**config.mk**
```make
export PLATFORM = sky130hd
export DESIGN_NAME = chipBusTop
export DESIGN_NICKNAME = d
export VERILOG_FILES = /design/src/hdl/chipBusPkg.sv /design/src/hdl/bufferTerm.sv /design/src/hdl/byteLanes.sv /design/src/hdl/chipBusTop.sv /design/src/hdl/chipRamArbiter.sv /design/src/hdl/chipRamSeq.sv /design/src/hdl/regCycle.sv
export SDC_FILE = /design/constraint.sdc
export NUM_CORES = 1
export LEC_CHECK = 0
export BUFFER_PORTS_ARGS = -buffer_cell sky130_fd_sc_hd__buf_2
export CAP_MARGIN = 5
export CELL_PAD_IN_SITES_DETAIL_PLACEMENT = 0
export CELL_PAD_IN_SITES_GLOBAL_PLACEMENT = 2
export CORE_MARGIN = 3
export CORE_UTILIZATION = 30
export CTS_CLUSTER_SIZE = 28
export DETAILED_ROUTE_END_ITERATION = 6
export PLACE_DENSITY_LB_ADDON = 0.1
export SYNTH_ARGS = -nofsm -noshare
export SYNTH_HDL_FRONTEND = slang
export SYNTH_SLANG_ARGS = --single-unit
```
**constraint.sdc**
```tcl
create_clock -name CLK80 -period 2.1 [get_ports CLK80]
set_input_delay 0.315 -clock CLK80 [delete_from_list [all_inputs] [get_ports CLK80]]
set_output_delay 0.315 -clock CLK80 [all_outputs]
set_load 0.02 [all_outputs]
```
**src/hdl/chipBusPkg.sv**
```systemverilog
/*
 Chip RAM bridge shared constants
 SDRAM timing, CPU address fields, SIZ codes and sequencer states
*/
`default_nettype none

package chipBusPkg;

    ////////////////////
    // SDRAM timing, in CLK80 cycles
    // ACTIVE to READ/WRITE
    localparam int TRCD = 2;
    // Precharge to idle
    localparam int TRP = 2;

    // Flops per Agnus input synchronizer
    localparam int SYNC_STAGES = 2;

    ////////////////////
    // 68040 SIZ encodings
    localparam logic [1:0] SIZE_LONG = 2'b00;
    localparam logic [1:0] SIZE_BYTE = 2'b01;
    localparam logic [1:0] SIZE_WORD = 2'b10;
    // Line transfers run as longwords
    localparam logic [1:0] SIZE_LINE = 2'b11;

    ////////////////////
    // CPU address fields
    // A[9:2] column, A[18:10] row, A[20:19] bank
    localparam int COL_LSB   = 2;
    localparam int COL_WIDTH = 8;
    localparam int ROW_LSB   = 10;
    localparam int ROW_WIDTH = 9;
    localparam int BANK_LSB  = 19;

    // SDRAM sequencer states
    localparam logic [1:0] SEQ_IDLE   = 2'd0;
    localparam logic [1:0] SEQ_ACTIVE = 2'd1;
    localparam logic [1:0] SEQ_RW     = 2'd2;
    localparam logic [1:0] SEQ_PRE    = 2'd3;

    // A10 high selects all banks on PRECHARGE
    localparam logic [10:0] CMA_PRE_ALL = 11'h400;

endpackage

`default_nettype wire

```
**src/hdl/bufferTerm.sv**
```systemverilog
/*
 Data buffer enables and directions, registered TACKn
*/
`default_nettype none

module bufferTerm (
    input  logic CLK80,
    input  logic RESETn,
    input  logic RnW,
    input  logic AWEn,
    input  logic cpuCycle,
    input  logic dmaCycle,
    input  logic regCycleOn,
    input  logic cpuTack,
    input  logic regTack,
    output logic DBENn,
    output logic DBDIR,
    output logic VBENn,
    output logic DRDENn,
    output logic DRDDIR,
    output logic TACKn
);

    // Local bus to chip RAM, high toward the CPU on reads
    assign DBENn = ~cpuCycle;
    assign DBDIR = cpuCycle & RnW;

    // Register bus buffer
    assign VBENn = ~regCycleOn;

    // Agnus data path, direction from AWEn
    assign DRDENn = ~dmaCycle;
    assign DRDDIR = AWEn | ~dmaCycle;

    ////////////////////
    // One clock after either source
    always_ff @(posedge CLK80) begin
        if (!RESETn) begin
            TACKn <= 1'b1;
        end else begin
            TACKn <= ~(cpuTack | regTack);
        end
    end

endmodule

`default_nettype wire

```
**src/hdl/byteLanes.sv**
```systemverilog
/*
 Chip RAM byte enables and register bus UDS/LDS
*/
`default_nettype none

module byteLanes (
    input  logic       cpuCycle,
    input  logic       dmaCycle,
    input  logic       dsEn,
    input  logic       CASLn,
    input  logic       CASUn,
    input  logic [1:0] SIZ,
    input  logic [1:0] A,
    output logic       CUUBEn,
    output logic       CUMBEn,
    output logic       CLMBEn,
    output logic       CLLBEn,
    output logic       UDSn,
    output logic       LDSn
);

    // Active high lanes, bit 3 is the uppermost byte
    logic [3:0] cpuLanes;
    logic [3:0] laneOn;
    logic       wideReg;

    always_comb begin
        case (SIZ)
            chipBusPkg::SIZE_BYTE: cpuLanes = 4'b1000 >> A;
            chipBusPkg::SIZE_WORD: cpuLanes = A[1] ? 4'b0011 : 4'b1100;
            chipBusPkg::SIZE_LONG,
            chipBusPkg::SIZE_LINE: cpuLanes = 4'b1111;
            default:               cpuLanes = 4'b1111;
        endcase
    end

    // Agnus is 16 bits wide, on the low half
    always_comb begin
        if (cpuCycle) begin
            laneOn = cpuLanes;
        end else if (dmaCycle) begin
            laneOn = {2'b00, ~CASUn, ~CASLn};
        end else begin
            laneOn = 4'b0000;
        end
    end

    assign {CUUBEn, CUMBEn, CLMBEn, CLLBEn} = ~laneOn;

    ////////////////////
    // Register bus strobes, all non-byte sizes drive both
    assign wideReg = (SIZ != chipBusPkg::SIZE_BYTE);
    assign UDSn    = ~(dsEn & (wideReg | ~A[0]));
    assign LDSn    = ~(dsEn & (wideReg | A[0]));

endmodule

`default_nettype wire

```
**src/hdl/chipBusTop.sv**
```systemverilog
/*
 Chip RAM bridge glue between the 68040 local bus and Agnus
 Arbiter, SDRAM sequencer, register cycle, byte lanes and bus buffers
*/
`default_nettype none

module chipBusTop (
    input  logic        CLK80,
    input  logic        RESETn,
    input  logic        C1,
    input  logic        C3,
    input  logic        RnW,
    input  logic        TSn,
    input  logic        DBRn,
    input  logic        REGSPACEn,
    input  logic        RAMSPACEn,
    input  logic        AWEn,
    input  logic        RAS0n,
    input  logic        RAS1n,
    input  logic        CASLn,
    input  logic        CASUn,
    input  logic [1:0]  SIZ,
    input  logic [20:0] A,
    input  logic [9:0]  DRA,

    output logic        LDSn, UDSn, ASn, REGENn, DBDIR,
    output logic        VBENn, DRDENn, DRDDIR,
    output logic        CRCSn, BANK1, BANK0, RASn, CASn, WEn, DBENn,
    output logic        CUUBEn, CUMBEn, CLMBEn, CLLBEn,
    output logic        TACKn,
    output logic [10:0] CMA
);

    // Arbiter to sequencer handshake
    logic       grantCpu;
    logic       grantDma;
    logic       ramIdle;
    logic [1:0] dmaBank;
    // Synchronized DMA request, holds off register cycles
    logic       dmaPending;

    // Cycle type levels and terminations
    logic       cpuCycle;
    logic       dmaCycle;
    logic       cpuTack;
    logic       regCycleOn;
    logic       regTack;
    logic       dsEn;

    ////////////////////
    // Chip RAM ownership
    chipRamArbiter chipRamArbiter_i (
        .CLK80, .RESETn, .TSn, .RAMSPACEn, .DBRn,
        .RAS0n, .RAS1n, .CASLn, .CASUn, .ramIdle,
        .grantCpu, .grantDma, .dmaPending, .dmaBank
    );

    // SDRAM commands and CMA mux
    chipRamSeq chipRamSeq_i (
        .CLK80, .RESETn, .grantCpu, .grantDma, .dmaBank,
        .RnW, .AWEn, .A(A[20:2]), .DRA, .CASLn, .CASUn,
        .ramIdle, .cpuCycle, .dmaCycle, .cpuTack,
        .CRCSn, .RASn, .CASn, .WEn, .BANK1, .BANK0, .CMA
    );

    ////////////////////
    // Agnus register bus, 68000 style
    regCycle regCycle_i (
        .CLK80, .RESETn, .C1, .C3, .TSn, .REGSPACEn, .dmaPending,
        .ASn, .REGENn, .dsEn, .regCycleOn, .regTack
    );

    // Lane enables for RAM and data strobes for registers
    byteLanes byteLanes_i (
        .cpuCycle, .dmaCycle, .dsEn, .CASLn, .CASUn, .SIZ, .A(A[1:0]),
        .CUUBEn, .CUMBEn, .CLMBEn, .CLLBEn, .UDSn, .LDSn
    );

    // Buffers and TACKn
    bufferTerm bufferTerm_i (
        .CLK80, .RESETn, .RnW, .AWEn,
        .cpuCycle, .dmaCycle, .regCycleOn, .cpuTack, .regTack,
        .DBENn, .DBDIR, .VBENn, .DRDENn, .DRDDIR, .TACKn
    );

endmodule

`default_nettype wire

```
**src/hdl/chipRamArbiter.sv**
```systemverilog
/*
 Chip RAM arbiter, Agnus DMA ahead of the CPU
 Syncs DBRn and the RAS/CAS strobes, holds the CPU request
*/
`default_nettype none

module chipRamArbiter (
    input  logic       CLK80,
    input  logic       RESETn,
    input  logic       TSn,
    input  logic       RAMSPACEn,
    input  logic       DBRn,
    input  logic       RAS0n,
    input  logic       RAS1n,
    input  logic       CASLn,
    input  logic       CASUn,
    input  logic       ramIdle,
    output logic       grantCpu,
    output logic       grantDma,
    output logic       dmaPending,
    output logic [1:0] dmaBank
);

    // {DBRn, RAS1n, RAS0n, CASUn, CASLn}
    logic [4:0] agnusIn;
    logic [chipBusPkg::SYNC_STAGES-1:0][4:0] syncPipe;
    logic [4:0] agnusNow;
    logic [4:0] agnusPrev;

    logic ras0Fall;
    logic ras1Fall;
    logic casFall;
    logic cpuTake;
    logic grantFree;

    // Arbiter state
    logic cpuReq;
    logic rasSeen;
    logic dmaReady;

    assign agnusIn  = {DBRn, RAS1n, RAS0n, CASUn, CASLn};
    assign agnusNow = syncPipe[chipBusPkg::SYNC_STAGES-1];

    // Falling edges after the sync chain
    assign ras1Fall = agnusPrev[3] & ~agnusNow[3];
    assign ras0Fall = agnusPrev[2] & ~agnusNow[2];
    assign casFall  = (agnusPrev[1] & ~agnusNow[1]) | (agnusPrev[0] & ~agnusNow[0]);

    // Agnus owns the bus or has an access in flight
    assign dmaPending = ~agnusNow[4] | rasSeen | dmaReady;

    // New CPU RAM request, ignored while one waits
    assign cpuTake = ~TSn & ~RAMSPACEn & ~cpuReq;
    // No grant while the previous one is still in flight
    assign grantFree = ramIdle & ~grantCpu & ~grantDma;

    ////////////////////
    always_ff @(posedge CLK80) begin
        if (!RESETn) begin
            syncPipe  <= '1;
            agnusPrev <= '1;
            cpuReq    <= 1'b0;
            rasSeen   <= 1'b0;
            dmaReady  <= 1'b0;
            grantCpu  <= 1'b0;
            grantDma  <= 1'b0;
        end else begin
            syncPipe  <= {syncPipe[chipBusPkg::SYNC_STAGES-2:0], agnusIn};
            agnusPrev <= agnusNow;
            // Grants are single cycle strobes
            grantCpu  <= 1'b0;
            grantDma  <= 1'b0;

            if (cpuTake) begin
                cpuReq <= 1'b1;
            end

            // RAS opens a DMA access, CAS makes it ready
            if (ras0Fall || ras1Fall) begin
                rasSeen <= 1'b1;
            end
            if (rasSeen && casFall) begin
                rasSeen  <= 1'b0;
                dmaReady <= 1'b1;
            end

            // DMA first, CPU waits out a half-opened DMA access too
            if (grantFree && dmaReady) begin
                grantDma <= 1'b1;
                dmaReady <= 1'b0;
            end else if (grantFree && cpuReq && !rasSeen) begin
                grantCpu <= 1'b1;
                cpuReq   <= 1'b0;
            end
        end
    end

    // Bank from whichever RAS fell
    always_ff @(posedge CLK80) begin
        if (ras1Fall) begin
            dmaBank <= 2'b01;
        end else if (ras0Fall) begin
            dmaBank <= 2'b00;
        end
    end

endmodule

`default_nettype wire

```
**src/hdl/chipRamSeq.sv**
```systemverilog
/*
 SDRAM command sequencer for chip RAM
 ACTIVE, TRCD wait, READ/WRITE, then TRP precharge for CPU or DMA
*/
`default_nettype none

module chipRamSeq (
    input  logic        CLK80,
    input  logic        RESETn,
    input  logic        grantCpu,
    input  logic        grantDma,
    input  logic [1:0]  dmaBank,
    input  logic        RnW,
    input  logic        AWEn,
    input  logic [20:2] A,
    input  logic [9:0]  DRA,
    input  logic        CASLn,
    input  logic        CASUn,
    output logic        ramIdle,
    output logic        cpuCycle,
    output logic        dmaCycle,
    output logic        cpuTack,
    output logic        CRCSn,
    output logic        RASn,
    output logic        CASn,
    output logic        WEn,
    output logic        BANK1,
    output logic        BANK0,
    output logic [10:0] CMA
);

    logic [1:0] state;
    logic [1:0] waitCnt;
    logic       isCpu;

    // Agnus address capture
    logic       casLow;
    logic       casLowQ;
    logic       casStart;
    logic       dmaHold;
    logic [9:0] dmaRow;
    logic [9:0] dmaCol;
    logic [9:0] colLatch;

    logic       startAct;
    logic       issueRw;
    logic       issuePre;

    assign ramIdle  = (state == chipBusPkg::SEQ_IDLE);
    assign startAct = ramIdle & (grantCpu | grantDma);
    assign issueRw  = (state == chipBusPkg::SEQ_ACTIVE) & (waitCnt == 2'd0);
    assign issuePre = (state == chipBusPkg::SEQ_RW);

    // First CAS of an Agnus access
    assign casLow   = ~CASLn | ~CASUn;
    assign casStart = casLow & ~casLowQ & ~dmaHold;

    ////////////////////
    // Address path
    always_ff @(posedge CLK80) begin
        // Agnus keeps the row on DRA until it drops CAS
        if (!casLow && !dmaHold) begin
            dmaRow <= DRA;
        end
        if (casStart) begin
            dmaCol <= DRA;
        end

        if (startAct) begin
            if (grantCpu) begin
                CMA      <= 11'(A[chipBusPkg::ROW_LSB +: chipBusPkg::ROW_WIDTH]);
                colLatch <= 10'(A[chipBusPkg::COL_LSB +: chipBusPkg::COL_WIDTH]);
                {BANK1, BANK0} <= A[chipBusPkg::BANK_LSB +: 2];
            end else begin
                CMA      <= 11'(dmaRow);
                colLatch <= dmaCol;
                {BANK1, BANK0} <= dmaBank;
            end
        end else if (issueRw) begin
            CMA <= 11'(colLatch);
        end else if (issuePre) begin
            CMA <= chipBusPkg::CMA_PRE_ALL;
        end
    end

    ////////////////////
    // Command FSM
    always_ff @(posedge CLK80) begin
        if (!RESETn) begin
            state    <= chipBusPkg::SEQ_IDLE;
            waitCnt  <= 2'd0;
            isCpu    <= 1'b0;
            cpuCycle <= 1'b0;
            dmaCycle <= 1'b0;
            cpuTack  <= 1'b0;
            CRCSn    <= 1'b1;
            RASn     <= 1'b1;
            CASn     <= 1'b1;
            WEn      <= 1'b1;
            casLowQ  <= 1'b0;
            dmaHold  <= 1'b0;
        end else begin
            cpuTack <= 1'b0;
            casLowQ <= casLow;

            // Column held until its access is granted
            if (grantDma) begin
                dmaHold <= 1'b0;
            end
            if (casStart) begin
                dmaHold <= 1'b1;
            end

            case (state)
                chipBusPkg::SEQ_IDLE: begin
                    if (startAct) begin
                        state    <= chipBusPkg::SEQ_ACTIVE;
                        waitCnt  <= 2'(chipBusPkg::TRCD - 1);
                        isCpu    <= grantCpu;
                        cpuCycle <= grantCpu;
                        dmaCycle <= grantDma;
                        // ACTIVE
                        CRCSn    <= 1'b0;
                        RASn     <= 1'b0;
                    end
                end
                chipBusPkg::SEQ_ACTIVE: begin
                    RASn <= 1'b1;
                    if (issueRw) begin
                        // READ or WRITE
                        state <= chipBusPkg::SEQ_RW;
                        CASn  <= 1'b0;
                        WEn   <= isCpu ? RnW : AWEn;
                    end else begin
                        waitCnt <= waitCnt - 2'd1;
                    end
                end
                chipBusPkg::SEQ_RW: begin
                    // PRECHARGE all banks
                    state   <= chipBusPkg::SEQ_PRE;
                    waitCnt <= 2'(chipBusPkg::TRP - 1);
                    CASn    <= 1'b1;
                    RASn    <= 1'b0;
                    WEn     <= 1'b0;
                    // CPU data is valid one cycle after CAS
                    cpuTack <= isCpu;
                end
                default: begin
                    RASn <= 1'b1;
                    WEn  <= 1'b1;
                    if (waitCnt == 2'd0) begin
                        state    <= chipBusPkg::SEQ_IDLE;
                        cpuCycle <= 1'b0;
                        dmaCycle <= 1'b0;
                        CRCSn    <= 1'b1;
                    end else begin
                        waitCnt <= waitCnt - 2'd1;
                    end
                end
            endcase
        end
    end

endmodule

`default_nettype wire

```
**src/hdl/regCycle.sv**
```systemverilog
/*
 Agnus register bus cycle, 68000 style
 AS and REGEN framed between two rising C3 edges
*/
`default_nettype none

module regCycle (
    input  logic CLK80,
    input  logic RESETn,
    input  logic C1,
    input  logic C3,
    input  logic TSn,
    input  logic REGSPACEn,
    input  logic dmaPending,
    output logic ASn,
    output logic REGENn,
    output logic dsEn,
    output logic regCycleOn,
    output logic regTack
);

    // {C3, C1} sync chain
    logic [chipBusPkg::SYNC_STAGES-1:0][1:0] clkSync;
    logic c1Now;
    logic c3Now;
    logic c3Prev;
    logic c3Rise;

    logic reqPend;
    logic busOn;
    logic dsDly;

    assign c1Now = clkSync[chipBusPkg::SYNC_STAGES-1][0];
    assign c3Now = clkSync[chipBusPkg::SYNC_STAGES-1][1];

    // C3 lags C1 by a quarter, so a real C3 rise lands in C1 high
    assign c3Rise = c3Now & ~c3Prev & c1Now;

    // Address and enable share one frame
    assign ASn        = ~busOn;
    assign REGENn     = ~busOn;
    assign regCycleOn = busOn;
    // Data strobes one clock behind AS
    assign dsEn       = busOn & dsDly;

    ////////////////////
    always_ff @(posedge CLK80) begin
        if (!RESETn) begin
            clkSync <= '0;
            c3Prev  <= 1'b0;
            reqPend <= 1'b0;
            busOn   <= 1'b0;
            dsDly   <= 1'b0;
            regTack <= 1'b0;
        end else begin
            clkSync <= {clkSync[chipBusPkg::SYNC_STAGES-2:0], {C3, C1}};
            c3Prev  <= c3Now;
            dsDly   <= busOn;
            regTack <= 1'b0;

            // Register request waits here
            if (!TSn && !REGSPACEn && !reqPend) begin
                reqPend <= 1'b1;
            end

            if (c3Rise) begin
                if (busOn) begin
                    // End of frame, terminate the CPU
                    busOn   <= 1'b0;
                    regTack <= 1'b1;
                    reqPend <= 1'b0;
                end else if (reqPend && !dmaPending) begin
                    busOn <= 1'b1;
                end
            end
        end
    end

endmodule

`default_nettype wire

```
# After elaboration in Yosys (flattened, before gate mapping)
# Cells that the tools add are included.
# totals
out_inout_bits,31
wordCells,181
in_bits,47
register_bits,87
# op_classes
n_eq_ne,10
n_shift,1
n_mux,44
bitwise_logic,53
addsub,1
n_reduce_logical,36
# op_table
cell,n
11-bit 2-to-1 mux,3
1-bit inverter,25
1-bit 2-to-1 mux,22
1-bit bitwise AND,18
2-bit 2-to-1 mux,6
2-bit case mux with 3 select lines,2
4-bit case mux with 3 select lines,1
10-bit 2-to-1 mux,1
1-bit case mux with 2 select lines,5
2-bit AND reduction,5
1-bit OR,9
3-bit AND reduction,3
1-bit logical AND,8
4-bit 2-to-1 mux,2
8-bit 2-to-1 mux,1
2-bit OR reduction,4
1-bit zero test,7
"2-bit equality test, second input constant",3
2-bit zero test,3
"2-bit by 1-bit != test with 1-bit output, second input constant",3
2-bit nonzero test,3
"2-bit by 1-bit equality test with 1-bit output, second input constant",2
"4-bit by 2-bit != test with 1-bit output, second input constant",1
4-bit inverter,1
7 further kinds,7

# Longest topological paths before layout
# Gate-level depths: netlist (run 1).
# depth
ltp_word,7
mapped_depth,7
mapped_depth_nobuf,5

# By module
# From an unflattened synthesis (run 1), not the netlist that was laid out.
# unflattened
hier_cells,296
area_unflattened_um2,3567.2
# modules_own_cells
module,cells_per_inst,instances,area_per_inst_um2
chipRamSeq,179,1,2431.1
chipRamArbiter,59,1,630.6
regCycle,25,1,297.8
byteLanes,26,1,158.9
bufferTerm,7,1,48.8

# Worst setup path before layout (run 1)
# Ideal clock, no wire load.
# synth_timing
path_kind,flip-flop to flip-flop
startpoint,register chipRamSeq_i.state[0]
endpoint,register chipRamSeq_i.CMA[0] (enable)
n_path_buf,1
t_arrival_ns,1.503
path_stages_with_launch,7
required_time_ns,1.791
setup_time_ns,0.309
path_slack_ns,0.289
path_cell_list,dfxtp_1 -> inv_1 -> ha_1 -> buf_2 -> o21ai_4 -> inv_2 -> or3_1
# synth_via
elab_chain_cells,3
elab_cells_between_ends,6
# synth_rtl
element,line_no,text
"start, declared",chipRamSeq.sv:32,logic [1:0] state;
"start signal, assigned",chipRamSeq.sv:90,state <= chipBusPkg::SEQ_IDLE;
"start signal, assigned",chipRamSeq.sv:117,state <= chipBusPkg::SEQ_ACTIVE;
"start signal, assigned",chipRamSeq.sv:131,state <= chipBusPkg::SEQ_RW;
2-bit zero test,chipRamSeq.sv:49,assign ramIdle = (state == chipBusPkg::SEQ_IDLE);
1-bit bitwise AND,chipRamSeq.sv:50,assign startAct = ramIdle & (grantCpu | grantDma);
net chipRamSeq_i.startAct,chipRamSeq.sv:45,logic startAct;
3-bit nonzero test (no line),n/a,
"end signal, assigned",chipRamSeq.sv:71,CMA <= 11'(A[chipBusPkg::ROW_LSB +: chipBusPkg::ROW_WIDTH]);
"end signal, assigned",chipRamSeq.sv:75,CMA <= 11'(dmaRow);
"end signal, assigned",chipRamSeq.sv:80,CMA <= 11'(colLatch);
"end, declared",chipRamSeq.sv:29,output logic [10:0] CMA
# The timed path passes the listed nets, and every way through them passes these cells.
# A chain may end at the register's enable or synchronous reset.

# Worst setup path after layout (run 1)
# layout_timing
startpoint,register chipRamSeq_i.state[0]
endpoint,register chipRamSeq_i.CMA[2] (enable)
# Same word-level chain as after synthesis.

==> results.json, run 1 <==
{
  "detailroute.via_count": 2294,
  "cts_buffer_depth": 2,
  "placement.cell_area_um2": 4020,
  "route.detailed.wl_per_inst_um": 14.2,
  "top_level_ports": 78,
  "syn_nets": 338,
  "cts.sinks": 87,
  "synth.cell_area_um2": 3450,
  "cp_max_fo": 11,
  "critical_path.startpoint_type": "flop",
  "largest_net_degree_at_the_start_of_global_routing": 22,
  "post_synth.cell_area_avg_um2": 12.1,
  "core_area_um2": 11000,
  "n_antenna_cell": 0,
  "floorplan.die_area_um2": 12800,
  "design_area_um2": 4360,
  "drt_initial_violations": 81,
  "whs_path_depth": 2,
  "hold_class": "in -> reg",
  "htree_levels": 3,
  "cp-end-kind": "flop",
  "outcome": "finished clean",
  "ant_nets": 0,
  "place.port_buffers": 77,
  "placement_rows": 38,
  "synth_cells": 284,
  "cts.repair.resized": 0,
  "post-dp-hpwl_mm": 5.18,
  "area.growth.synth_to_final_pct": 26.5,
  "layout_worst_path_cycle_share_pct": 81.2,
  "number_of_nets_at_the_end_of_the_flow": 425,
  "root_buffer": "sky130_fd_sc_hd__clkbuf_16",
  "tritoncts.num_buffers": 9,
  "detail_route.first_pass.iterations": 4,
  "peakVddDrop_uv": 484,
  "clock_insertion_delay_worst_skew_ps": 330,
  "postSynth.topFlopCell": "sky130_fd_sc_hd__dfxtp_1",
  "fin_skew_ps": 7.09,
  "cp.arrival_ps": 1700,
  "synth_warnings": 0,
  "min_to": "chipRamArbiter_i.syncPipe[4]",
  "clk_pin_slew_worst_paths_ps": 60,
  "timing.critical_path.required_ps": 2100,
  "number_of_global_route_vias_before_repair": 2318,
  "synth-edff-count": 43,
  "synth_register_bits": 87,
  "tritoncts_clock_tree": "yes",
  "rsz0062_at_grt": "false",
  "initial_utilization_pct": 31.2,
  "static-leakage-power_nw": 1.70,
  "timing.rr.start": "chipRamSeq_i.state[0]",
  "setup_total_negative_slack_ps": 0,
  "antenna_violations_before_repair": 0,
  "worstMarginPinSlew_ps": 512,
  "final_period_minus_worst_setup_slack_ps": 1710,
  "gr-usage-all-layers_pct": 11.9,
  "setup_viol": 0,
  "overflow_left_after_global_routing": 0,
  "holdBufCountCts": 0,
  "place.gp.congestion": 0.745,
  "route.detailed.drc": 0,
  "timing.fmax_ghz": 0.586,
  "hold_violation_total_from_the_final_report": 0,
  "timing_worst_setup_path_type": "reg -> reg",
  "r2r_slack_ps": 390,
  "wirelength_mm": 7.30,
  "proportion_of_layout_cells_with_a_drive_suffix_above_1_pct": 31.6,
  "yosys.cell_types.count": 46,
  "maxCapViolations": 0,
  "worst_r2r_path_depth": 5,
  "die_w_um": 113,
  "finalMaxSlewViolations": 0,
  "grt_first_pass_wirelength_mm": 11.9,
  "tightest_slew_margin_relative_to_the_limit_pct": 65.9,
  "viasPerCell": 4.45,
  "synth-async-reset-ratio_pct": 0,
  "worstReg2RegEnd": "chipRamSeq_i.CMA[2]",
  "pwr_density_cell_nw_per_um2": 1200,
  "die_h_um": 113,
  "worstHoldStart": "DBRn",
  "cts.repair_timing.setup_buffer_count": 0,
  "synth-seq-area-share_pct": 63.0
}
-- logic make-up after synthesis --
group / count (synthesis) / share of synthesized area [%]
compound gates: 55 / 10.2
fa+ha+maj: 7 / 2.54
buf+inv: 33 / 4.57
flops: 87 / 63.0
mux: 21 / 6.43
simple gates: 81 / 13.3
-- routing by layer --
metal	track usage [%]	vias up	wire length, µm
li1	-	1175	-
met1	15.3	1066	3440
met2	18.9	41	3410
met3	3.53	12	318
met4	4.89	0	132
met5	0	-	0
-- how the worst max path moves through the flow --
stage | end | startpoint | slack [ps]
after CTS | chipRamSeq_i.CMA[1] | chipRamSeq_i.state[0] | 370
after floorplan | chipRamSeq_i.CMA[0] | chipRamSeq_i.state[0] | 290
after global placement | chipRamSeq_i.CMA[2] | chipRamSeq_i.state[0] | 410
after global routing | chipRamSeq_i.CMA[0] | chipRamSeq_i.state[0] | 260
final | chipRamSeq_i.CMA[2] | chipRamSeq_i.state[0] | 390
after detailed placement | chipRamSeq_i.CMA[2] | chipRamSeq_i.state[0] | 360
-- cell usage in the layout, fill, tap and decap left out, types with 2 or more instances in the layout --
cell type,Yosys,layout
sky130_fd_sc_hd__buf_2,6,77
sky130_fd_sc_hd__dfxtp_1,44,44
sky130_fd_sc_hd__edfxtp_1,43,43
sky130_fd_sc_hd__nand2b_1,19,19
sky130_fd_sc_hd__inv_1,18,18
sky130_fd_sc_hd__o21ai_0,18,18
sky130_fd_sc_hd__buf_4,3,13
sky130_fd_sc_hd__nand3_1,12,12
sky130_fd_sc_hd__mux2i_1,12,12
sky130_fd_sc_hd__nor2_1,10,10
sky130_fd_sc_hd__nand2_1,10,10
sky130_fd_sc_hd__and2_1,9,9
sky130_fd_sc_hd__mux2_2,9,9
sky130_fd_sc_hd__a21oi_1,9,9
sky130_fd_sc_hd__clkbuf_16,0,9
sky130_fd_sc_hd__nor2b_1,8,8
sky130_fd_sc_hd__ha_1,7,7
sky130_fd_sc_hd__o21ai_1,4,4
sky130_fd_sc_hd__a31oi_1,3,3
sky130_fd_sc_hd__and3_1,3,3
sky130_fd_sc_hd__o21bai_1,3,3
sky130_fd_sc_hd__a21o_1,3,3
sky130_fd_sc_hd__bufinv_16,0,3
sky130_fd_sc_hd__o211ai_1,2,2
sky130_fd_sc_hd__nand3b_1,2,2
sky130_fd_sc_hd__clkinvlp_4,0,2
-- sequential cells by signal, indices dropped and copies added (netlist names), 4 cells and up --
| register | flops |
|---|---|
| chipRamSeq_i.dmaRow | 10 |
| chipRamArbiter_i.agnusPrev | 4 |
| chipRamSeq_i.CMA | 11 |
| chipRamSeq_i.colLatch | 10 |
| chipRamSeq_i.dmaCol | 10 |
| chipRamArbiter_i.syncPipe | 5 |
| chipRamArbiter_i.agnusNow | 5 |
-- per-stage QoR --
stage	util (%)	std cells	power, mW	setup WS, ps	hold WS, ps
3_3_place_gp	36.5	500	3.48	414	390
3_5_place_dp	36.5	500	3.49	362	393
5_1_grt	39.5	516	5.51	261	155
4_1_cts	39.5	516	5.30	369	150
2_1_floorplan	-	284	3.07	289	386
6_report	39.5	516	5.21	394	159
-- area by class of cell --
| class | count | area [µm²] |
|---|---|---|
| Timing Repair Buffer | 90 | 483 |
| Tap cell | 140 | 175 |
| Inverter | 19 | 71.3 |
| Multi-Input combinational cell | 164 | 1120 |
| Sequential cell | 87 | 2170 |
| Clock buffer | 10 | 229 |
| Clock inverter | 6 | 109 |
| Fill cell | 1109 | 6670 |
-- where the power goes --
group	leakage (nW)	switching (mW)	internal, mW
clock	0.156	0.628	1.16
combinational	0.779	0.790	0.489
sequential	0.764	0.0772	2.07
-- Yosys cell counts (2+ instances only) --
| library cell | number | area [µm²] |
|---|---|---|
| sky130_fd_sc_hd__and2_1 | 9 | 56.3 |
| sky130_fd_sc_hd__and3_1 | 3 | 18.8 |
| sky130_fd_sc_hd__o21ai_1 | 4 | 20.0 |
| sky130_fd_sc_hd__o21bai_1 | 3 | 22.5 |
| sky130_fd_sc_hd__nand2b_1 | 19 | 119 |
| sky130_fd_sc_hd__clkbuf_1 | 3 | 11.3 |
| sky130_fd_sc_hd__o21ai_0 | 18 | 90.1 |
| sky130_fd_sc_hd__a21o_1 | 3 | 22.5 |
| sky130_fd_sc_hd__o211ai_1 | 2 | 15.0 |
| sky130_fd_sc_hd__nand3b_1 | 2 | 15.0 |
| sky130_fd_sc_hd__dfxtp_1 | 44 | 881 |
| sky130_fd_sc_hd__nor2_1 | 10 | 37.5 |
| sky130_fd_sc_hd__a211oi_1 | 2 | 15.0 |
| sky130_fd_sc_hd__buf_6 | 2 | 22.5 |
| sky130_fd_sc_hd__ha_1 | 7 | 87.6 |
| sky130_fd_sc_hd__inv_1 | 18 | 67.6 |
| sky130_fd_sc_hd__edfxtp_1 | 43 | 1290 |
| sky130_fd_sc_hd__nand3_1 | 12 | 60.1 |
| sky130_fd_sc_hd__buf_4 | 3 | 22.5 |
| sky130_fd_sc_hd__a31oi_1 | 3 | 18.8 |
| sky130_fd_sc_hd__nor2b_1 | 8 | 50.1 |
| sky130_fd_sc_hd__nand2_1 | 10 | 37.5 |
| sky130_fd_sc_hd__mux2_2 | 9 | 101 |
| sky130_fd_sc_hd__mux2i_1 | 12 | 120 |
| sky130_fd_sc_hd__a21oi_1 | 9 | 45.0 |
| sky130_fd_sc_hd__buf_2 | 6 | 30.0 |
-- worst max-delay path, cell delays in order, from the launching register on --
cell                      delay [ps]
sky130_fd_sc_hd__dfxtp_1         350
sky130_fd_sc_hd__inv_1            70
sky130_fd_sc_hd__ha_1            240
sky130_fd_sc_hd__o21ai_4          80
sky130_fd_sc_hd__inv_2            50
sky130_fd_sc_hd__or3_1           580
No activity file was read; power rests on OpenSTA's default activity.
==> run 2: changes to the inputs <==
==> constraint.sdc (replaced) <==
create_clock -name CLK80 -period 1.5 [get_ports CLK80]
set_input_delay 0.225 -clock CLK80 [delete_from_list [all_inputs] [get_ports CLK80]]
set_output_delay 0.225 -clock CLK80 [all_outputs]
set_load 0.02 [all_outputs]
==> run 2 against run 1 <==
  * Clock skew grew 2.9 ps
  * Global-route usage is 0.091 points lower
  * Sequential power grew 40%
  * Count of clock-buffer cells in the layout is the same
  * Worst hold slack got worse by 93 ps
  * Flip-flop and latch count unchanged
==> results.json, run 2 (synthesized netlist as in run 1, its figures left out) <==
{
  "area.growth.synth_to_final_pct": 28.9,
  "fin_skew_ps": 9.96,
  "top_layer_used": "met4",
  "place.port_buffers": 77,
  "route.detailed.wl_per_inst_um": 14.0,
  "static-leakage-power_nw": 1.73,
  "tritoncts.num_buffers": 9,
  "clock_insertion_delay_worst_skew_ps": 340,
  "hold_class": "in -> reg",
  "route.detailed.drc": 0,
  "number_of_nets_at_the_end_of_the_flow": 432,
  "cts.repair_timing.setup_buffer_count": 0,
  "largest_net_degree_at_the_start_of_global_routing": 19,
  "placement_rows": 38,
  "maxCapViolations": 0,
  "initial_utilization_pct": 31.2,
  "antenna_violations_before_repair": 0,
  "stdcell_count": 523,
  "tritoncts_clock_tree": "yes",
  "timing.critical_path.max_delay_family": "simple AND/OR/NAND/NOR gates",
  "htree_levels": 3,
  "detail_route.first_pass.iterations": 4,
  "place_inst": 507,
  "root_buffer": "sky130_fd_sc_hd__clkbuf_16",
  "ant_nets": 0,
  "cts_buffer_depth": 2,
  "layout.cells.most_common": "sky130_fd_sc_hd__buf_2",
  "drt-met1-wl_mm": 3.46,
  "floorplan.die_area_um2": 12800,
  "path_cells": "inv_2 -> ha_4 -> o21ai_4 -> inv_4 -> or3_4",
  "layout_worst_path_cycle_share_pct": 97.1,
  "place.gp.congestion": 0.728,
  "wirelength_mm": 7.30,
  "gr-usage-all-layers_pct": 11.8,
  "post-dp-hpwl_mm": 5.35,
  "register_area_um2": 2180,
  "worstMarginPinSlew_ps": 323,
  "grt_first_pass_wirelength_mm": 11.8,
  "cp.arrival_ps": 1520,
  "cp-end-kind": "flop",
  "n_antenna_cell": 0,
  "placement.cell_area_um2": 4100,
  "routed-wl-met3_um": 372,
  "die_w_um": 113,
  "cts.sinks": 87,
  "clk_pin_slew_worst_paths_ps": 60,
  "buffer_and_inverter_count_on_the_worst_path": 2,
  "overflow_left_after_global_routing": 0,
  "hold_violation_total_from_the_final_report": 0,
  "final.fill_count": 1127,
  "detailroute.via_count": 2342,
  "viasPerCell": 4.48,
  "cp_max_fo": 12,
  "design_area_um2": 4440,
  "multi_input_comb_area_um2": 1170,
  "peakVddDrop_uv": 558,
  "number_of_global_route_vias_before_repair": 2349,
  "pwr_density_cell_nw_per_um2": 1630,
  "proportion_of_layout_cells_with_a_drive_suffix_above_1_pct": 36.6,
  "timing.fmax_ghz": 0.687,
  "timing.critical_path.required_ps": 1560,
  "final_period_minus_worst_setup_slack_ps": 1460,
  "timing_worst_setup_path_type": "reg -> reg",
  "max_flop_register": "chipRamSeq_i.CMA",
  "final_cell_mix": "sky130_fd_sc_hd__buf_2 (74), sky130_fd_sc_hd__edfxtp_1 (43), sky130_fd_sc_hd__dfxtp_1 (41)",
  "critical-path-max-stage-delay_ps": 460,
  "timing.critical_path.slowest_stage_cell": "sky130_fd_sc_hd__or3_4",
  "final_core_occ_pct": 40.3,
  "critical_path.startpoint_type": "flop",
  "top_level_ports": 78,
  "die_h_um": 113,
  "core_area_um2": 11000,
  "largest_register_ffs": 11,
  "setup_viol": 0,
  "drt_initial_violations": 55,
  "finalMaxSlewViolations": 0,
  "outcome": "finished clean",
  "tightest_slew_margin_relative_to_the_limit_pct": 78.4,
  "met2_length_mm": 3.35
}
==> run 2: path summary, 6_finish.rpt <==
path / endpoint / depth (start not counted) / start / slack [ps]
min: chipRamArbiter_i.syncPipe[2] / 2 / RAS0n / 70
min reg2reg: chipRamArbiter_i.agnusNow[0] / 1 / chipRamArbiter_i.syncPipe[0] / 410
max: chipRamSeq_i.CMA[3] / 5 / chipRamSeq_i.state[0] / 40
max reg2reg: chipRamSeq_i.CMA[3] / 5 / chipRamSeq_i.state[0] / 40
==> run 2: final cells by class <==
type	instances	area share [%]
flip-flops and latches	87	49.0
multi-input cells	164	26.4
repair buffers	97	12.3
clock buffers	10	5.15
well taps	140	3.94
inverters	19	1.66
clock inverters	6	1.52
==> run 2: power by group <==
group / internal, mW / total (mW) / leakage [nW] / switching (mW)
Combinational: 0.859 / 1.99 / 0.816 / 1.13
Clock: 1.30 / 2.23 / 0.144 / 0.927
Sequential: 2.90 / 3.02 / 0.765 / 0.113
Total: 5.07 / 7.24 / 1.73 / 2.17
==> run 2: repair_timing <==
item                                   CTS  global route
pin swaps                                1             4
endpoints found under the hold margin    0             0
resized for setup                        1            12
hold buffers                             0             0
setup endpoints to repair                6            13
==> run 2: per-layer routing <==
metal  up-vias  track usage (%)
met5         -                0
met4         0             4.81
met3        10             3.10
met2        51             18.0
met1      1088             16.1
li1       1193                -
==> run 2: worst register-to-register path: cells and delay by family (launching register included) <==
kind                       cells  cell delay [ps]
and+or+nand+nor                1              460
DFF                            1              350
adders and majority gates      1              200
buffers and inverters          2               90
AOI/OAI and AO/OA              1               90
==> run 2: stage by stage <==
| stage | power (mW) | hold WS, ps | setup slack (ps) | TNS, ps |
|---|---|---|---|---|
| floorplan | 4.39 | 319 | -29.7 | -327 |
| global placement | 5.05 | 390 | 23.8 | 0 |
| detailed placement | 5.06 | 392 | 2.48 | 0 |
| CTS | 7.32 | 56.1 | 2.86 | 0 |
| global route | 7.65 | 69.5 | -3.05 | -18.8 |
| finish | 7.24 | 66.1 | 44.2 | 0 |
==> run 3: changes to the inputs <==
--- a/config.mk
+++ b/config.mk
@@ -9,7 +9,6 @@
 export CAP_MARGIN = 5
 export CELL_PAD_IN_SITES_DETAIL_PLACEMENT = 0
 export CELL_PAD_IN_SITES_GLOBAL_PLACEMENT = 2
-export CORE_MARGIN = 3
 export CORE_UTILIZATION = 30
 export CTS_CLUSTER_SIZE = 28
 export DETAILED_ROUTE_END_ITERATION = 6
==> run 3 against run 2 <==
  * Utilization up 0.52 points
  * Sequential share of layout area down 0.65 points
  * Flip-flop and latch count unchanged
  * Non-clock buffer count down 2
  * Clock power up 4%
  * Global-route usage up 1.2 points
  * Critical path depth down 3
  * Sequential power about the same
  * Combinational power up 9%
  * Cell area up 1.3%
  * Fmax up 2.0%
  * Via count down 1.1%
==> results.json, run 3 (synthesized netlist as in run 1, its figures left out) <==
{
  "outcome": "finished clean",
  "route.detailed.drc": 0,
  "cp-end-kind": "flop",
  "tightest_slew_margin_relative_to_the_limit_pct": 73.6,
  "cp.arrival_ps": 1510,
  "timing.critical_path.max_delay_family": "flip-flops",
  "layout.cells.most_common": "sky130_fd_sc_hd__buf_2",
  "core_area_um2": 11000,
  "final.fill_count": 1113,
  "viasPerCell": 4.44,
  "number_of_global_route_vias_before_repair": 2185,
  "ant_nets": 0,
  "top_layer_used": "met4",
  "detail_route.first_pass.iterations": 4,
  "peakVddDrop_uv": 785,
  "htree_levels": 3,
  "hold_violation_total_from_the_final_report": 0,
  "root_buffer": "sky130_fd_sc_hd__clkbuf_16",
  "largest_register_ffs": 11,
  "tritoncts_clock_tree": "yes",
  "post-dp-hpwl_mm": 5.12,
  "proportion_of_layout_cells_with_a_drive_suffix_above_1_pct": 36.9,
  "final_cell_mix": "sky130_fd_sc_hd__buf_2 (74), sky130_fd_sc_hd__edfxtp_1 (43), sky130_fd_sc_hd__dfxtp_1 (42)",
  "setup_viol": 0,
  "fin_skew_ps": 5.60,
  "die_h_um": 109,
  "critical-path-max-stage-delay_ps": 560,
  "timing_worst_setup_path_type": "reg -> reg",
  "holdWs_ps": 71.6,
  "number_of_nets_at_the_end_of_the_flow": 431,
  "pwr_density_cell_nw_per_um2": 1670,
  "cp_max_fo": 23,
  "n_antenna_cell": 0,
  "initial_utilization_pct": 31.2,
  "max_flop_register": "chipRamSeq_i.CMA",
  "place.gp.congestion": 0.673,
  "gr-usage-all-layers_pct": 13.0,
  "grt_first_pass_wirelength_mm": 11.5,
  "timing.critical_path.required_ps": 1580,
  "place_inst": 502,
  "largest_net_degree_at_the_start_of_global_routing": 33,
  "layout_worst_path_cycle_share_pct": 95.1,
  "buffer_and_inverter_count_on_the_worst_path": 1,
  "die_w_um": 109,
  "critical_path.startpoint_type": "flop",
  "placement.cell_area_um2": 4070,
  "timing.fmax_ghz": 0.701,
  "placement_rows": 38,
  "wirelength_mm": 7.46,
  "clk_pin_slew_worst_paths_ps": 60,
  "cts.sinks": 87,
  "tritoncts.num_buffers": 9,
  "design_area_um2": 4500,
  "maxCapViolations": 0,
  "top_level_ports": 78,
  "timing.rr.start": "chipRamArbiter_i.grantCpu",
  "timing.critical_path.slowest_stage_cell": "sky130_fd_sc_hd__dfxtp_1",
  "final_period_minus_worst_setup_slack_ps": 1430,
  "detailroute.via_count": 2316,
  "cts_buffer_depth": 2,
  "met2_length_mm": 3.48,
  "path_cells": "buf_12 -> mux2_2",
  "drt_initial_violations": 78,
  "stdcell_count": 522,
  "drt-met1-wl_mm": 3.61,
  "hold_class": "in -> reg",
  "setup.worst_path.start": "chipRamArbiter_i.grantCpu",
  "antenna_violations_before_repair": 0,
  "finalMaxSlewViolations": 0,
  "holdBufCountCts": 0,
  "area.growth.synth_to_final_pct": 30.6,
  "clock_insertion_delay_worst_skew_ps": 330,
  "worstHoldStart": "RAS1n",
  "floorplan.die_area_um2": 11900,
  "place.port_buffers": 77,
  "overflow_left_after_global_routing": 0,
  "routed-wl-met3_um": 296,
  "route.detailed.wl_per_inst_um": 14.3,
  "static-leakage-power_nw": 1.74,
  "worstMarginPinSlew_ps": 395
}
[run 3: area by class of cell]
class | instances | area (µm²) | area share (%)
clock inverters | 4 | 51.3 | 1.14
flip-flops and latches | 87 | 2170 | 48.3
repair buffers | 95 | 548 | 12.2
well taps | 140 | 175 | 3.89
inverters | 19 | 76.3 | 1.70
multi-input cells | 165 | 1210 | 26.8
clock buffers | 12 | 268 | 5.95
[run 3: timing repair]
item / in CTS / in global routing
cloned: 0 / 1
setup buffers: 0 / 3
endpoints found under the hold margin: 0 / 0
resized for setup: 1 / 19
setup endpoints to repair: 12 / 22
pin swaps: 1 / 6
[run 3: worst reg2reg max path: stages, from the launching register on]
cell and delay, ps:
sky130_fd_sc_hd__dfxtp_1 560, sky130_fd_sc_hd__buf_12 240, sky130_fd_sc_hd__mux2_2 380
[run 3: through the flow]
| stage | utilization [%] | worst slack (ps) | setup TNS [ps] | total power [mW] |
|---|---|---|---|---|
| 6_report | 40.8 | 72.9 | 0 | 7.52 |
| 5_1_grt | 40.8 | -0.670 | -0.670 | 7.95 |
| 4_1_cts | 39.8 | 8.96 | 0 | 7.42 |
| 3_5_place_dp | 36.9 | 1.87 | 0 | 5.06 |
| 3_3_place_gp | 36.9 | 1.29 | 0 | 5.04 |
| 2_1_floorplan | - | -29.7 | -327 | 4.39 |
[run 3: path summary, 6_finish.rpt]
path / slack (ps) / endpoint / depth (start not counted)
max: 70 / chipRamSeq_i.colLatch[7] / 2
min: 70 / chipRamArbiter_i.syncPipe[3] / 2
max reg2reg: 70 / chipRamSeq_i.colLatch[7] / 2
min reg2reg: 410 / chipRamArbiter_i.agnusNow[4] / 1
[run 3: power breakdown]
group / internal, mW / switching [mW]
sequential: 2.90 / 0.126
clock: 1.44 / 0.889
combinational: 0.978 / 1.19
[run 3: metal layers]
metal  up-vias  GRT usage [%]
met3         7           3.65
li1       1194              -
met1      1073           17.3
met2        42           20.2
met4         0           4.57
met5         -              0
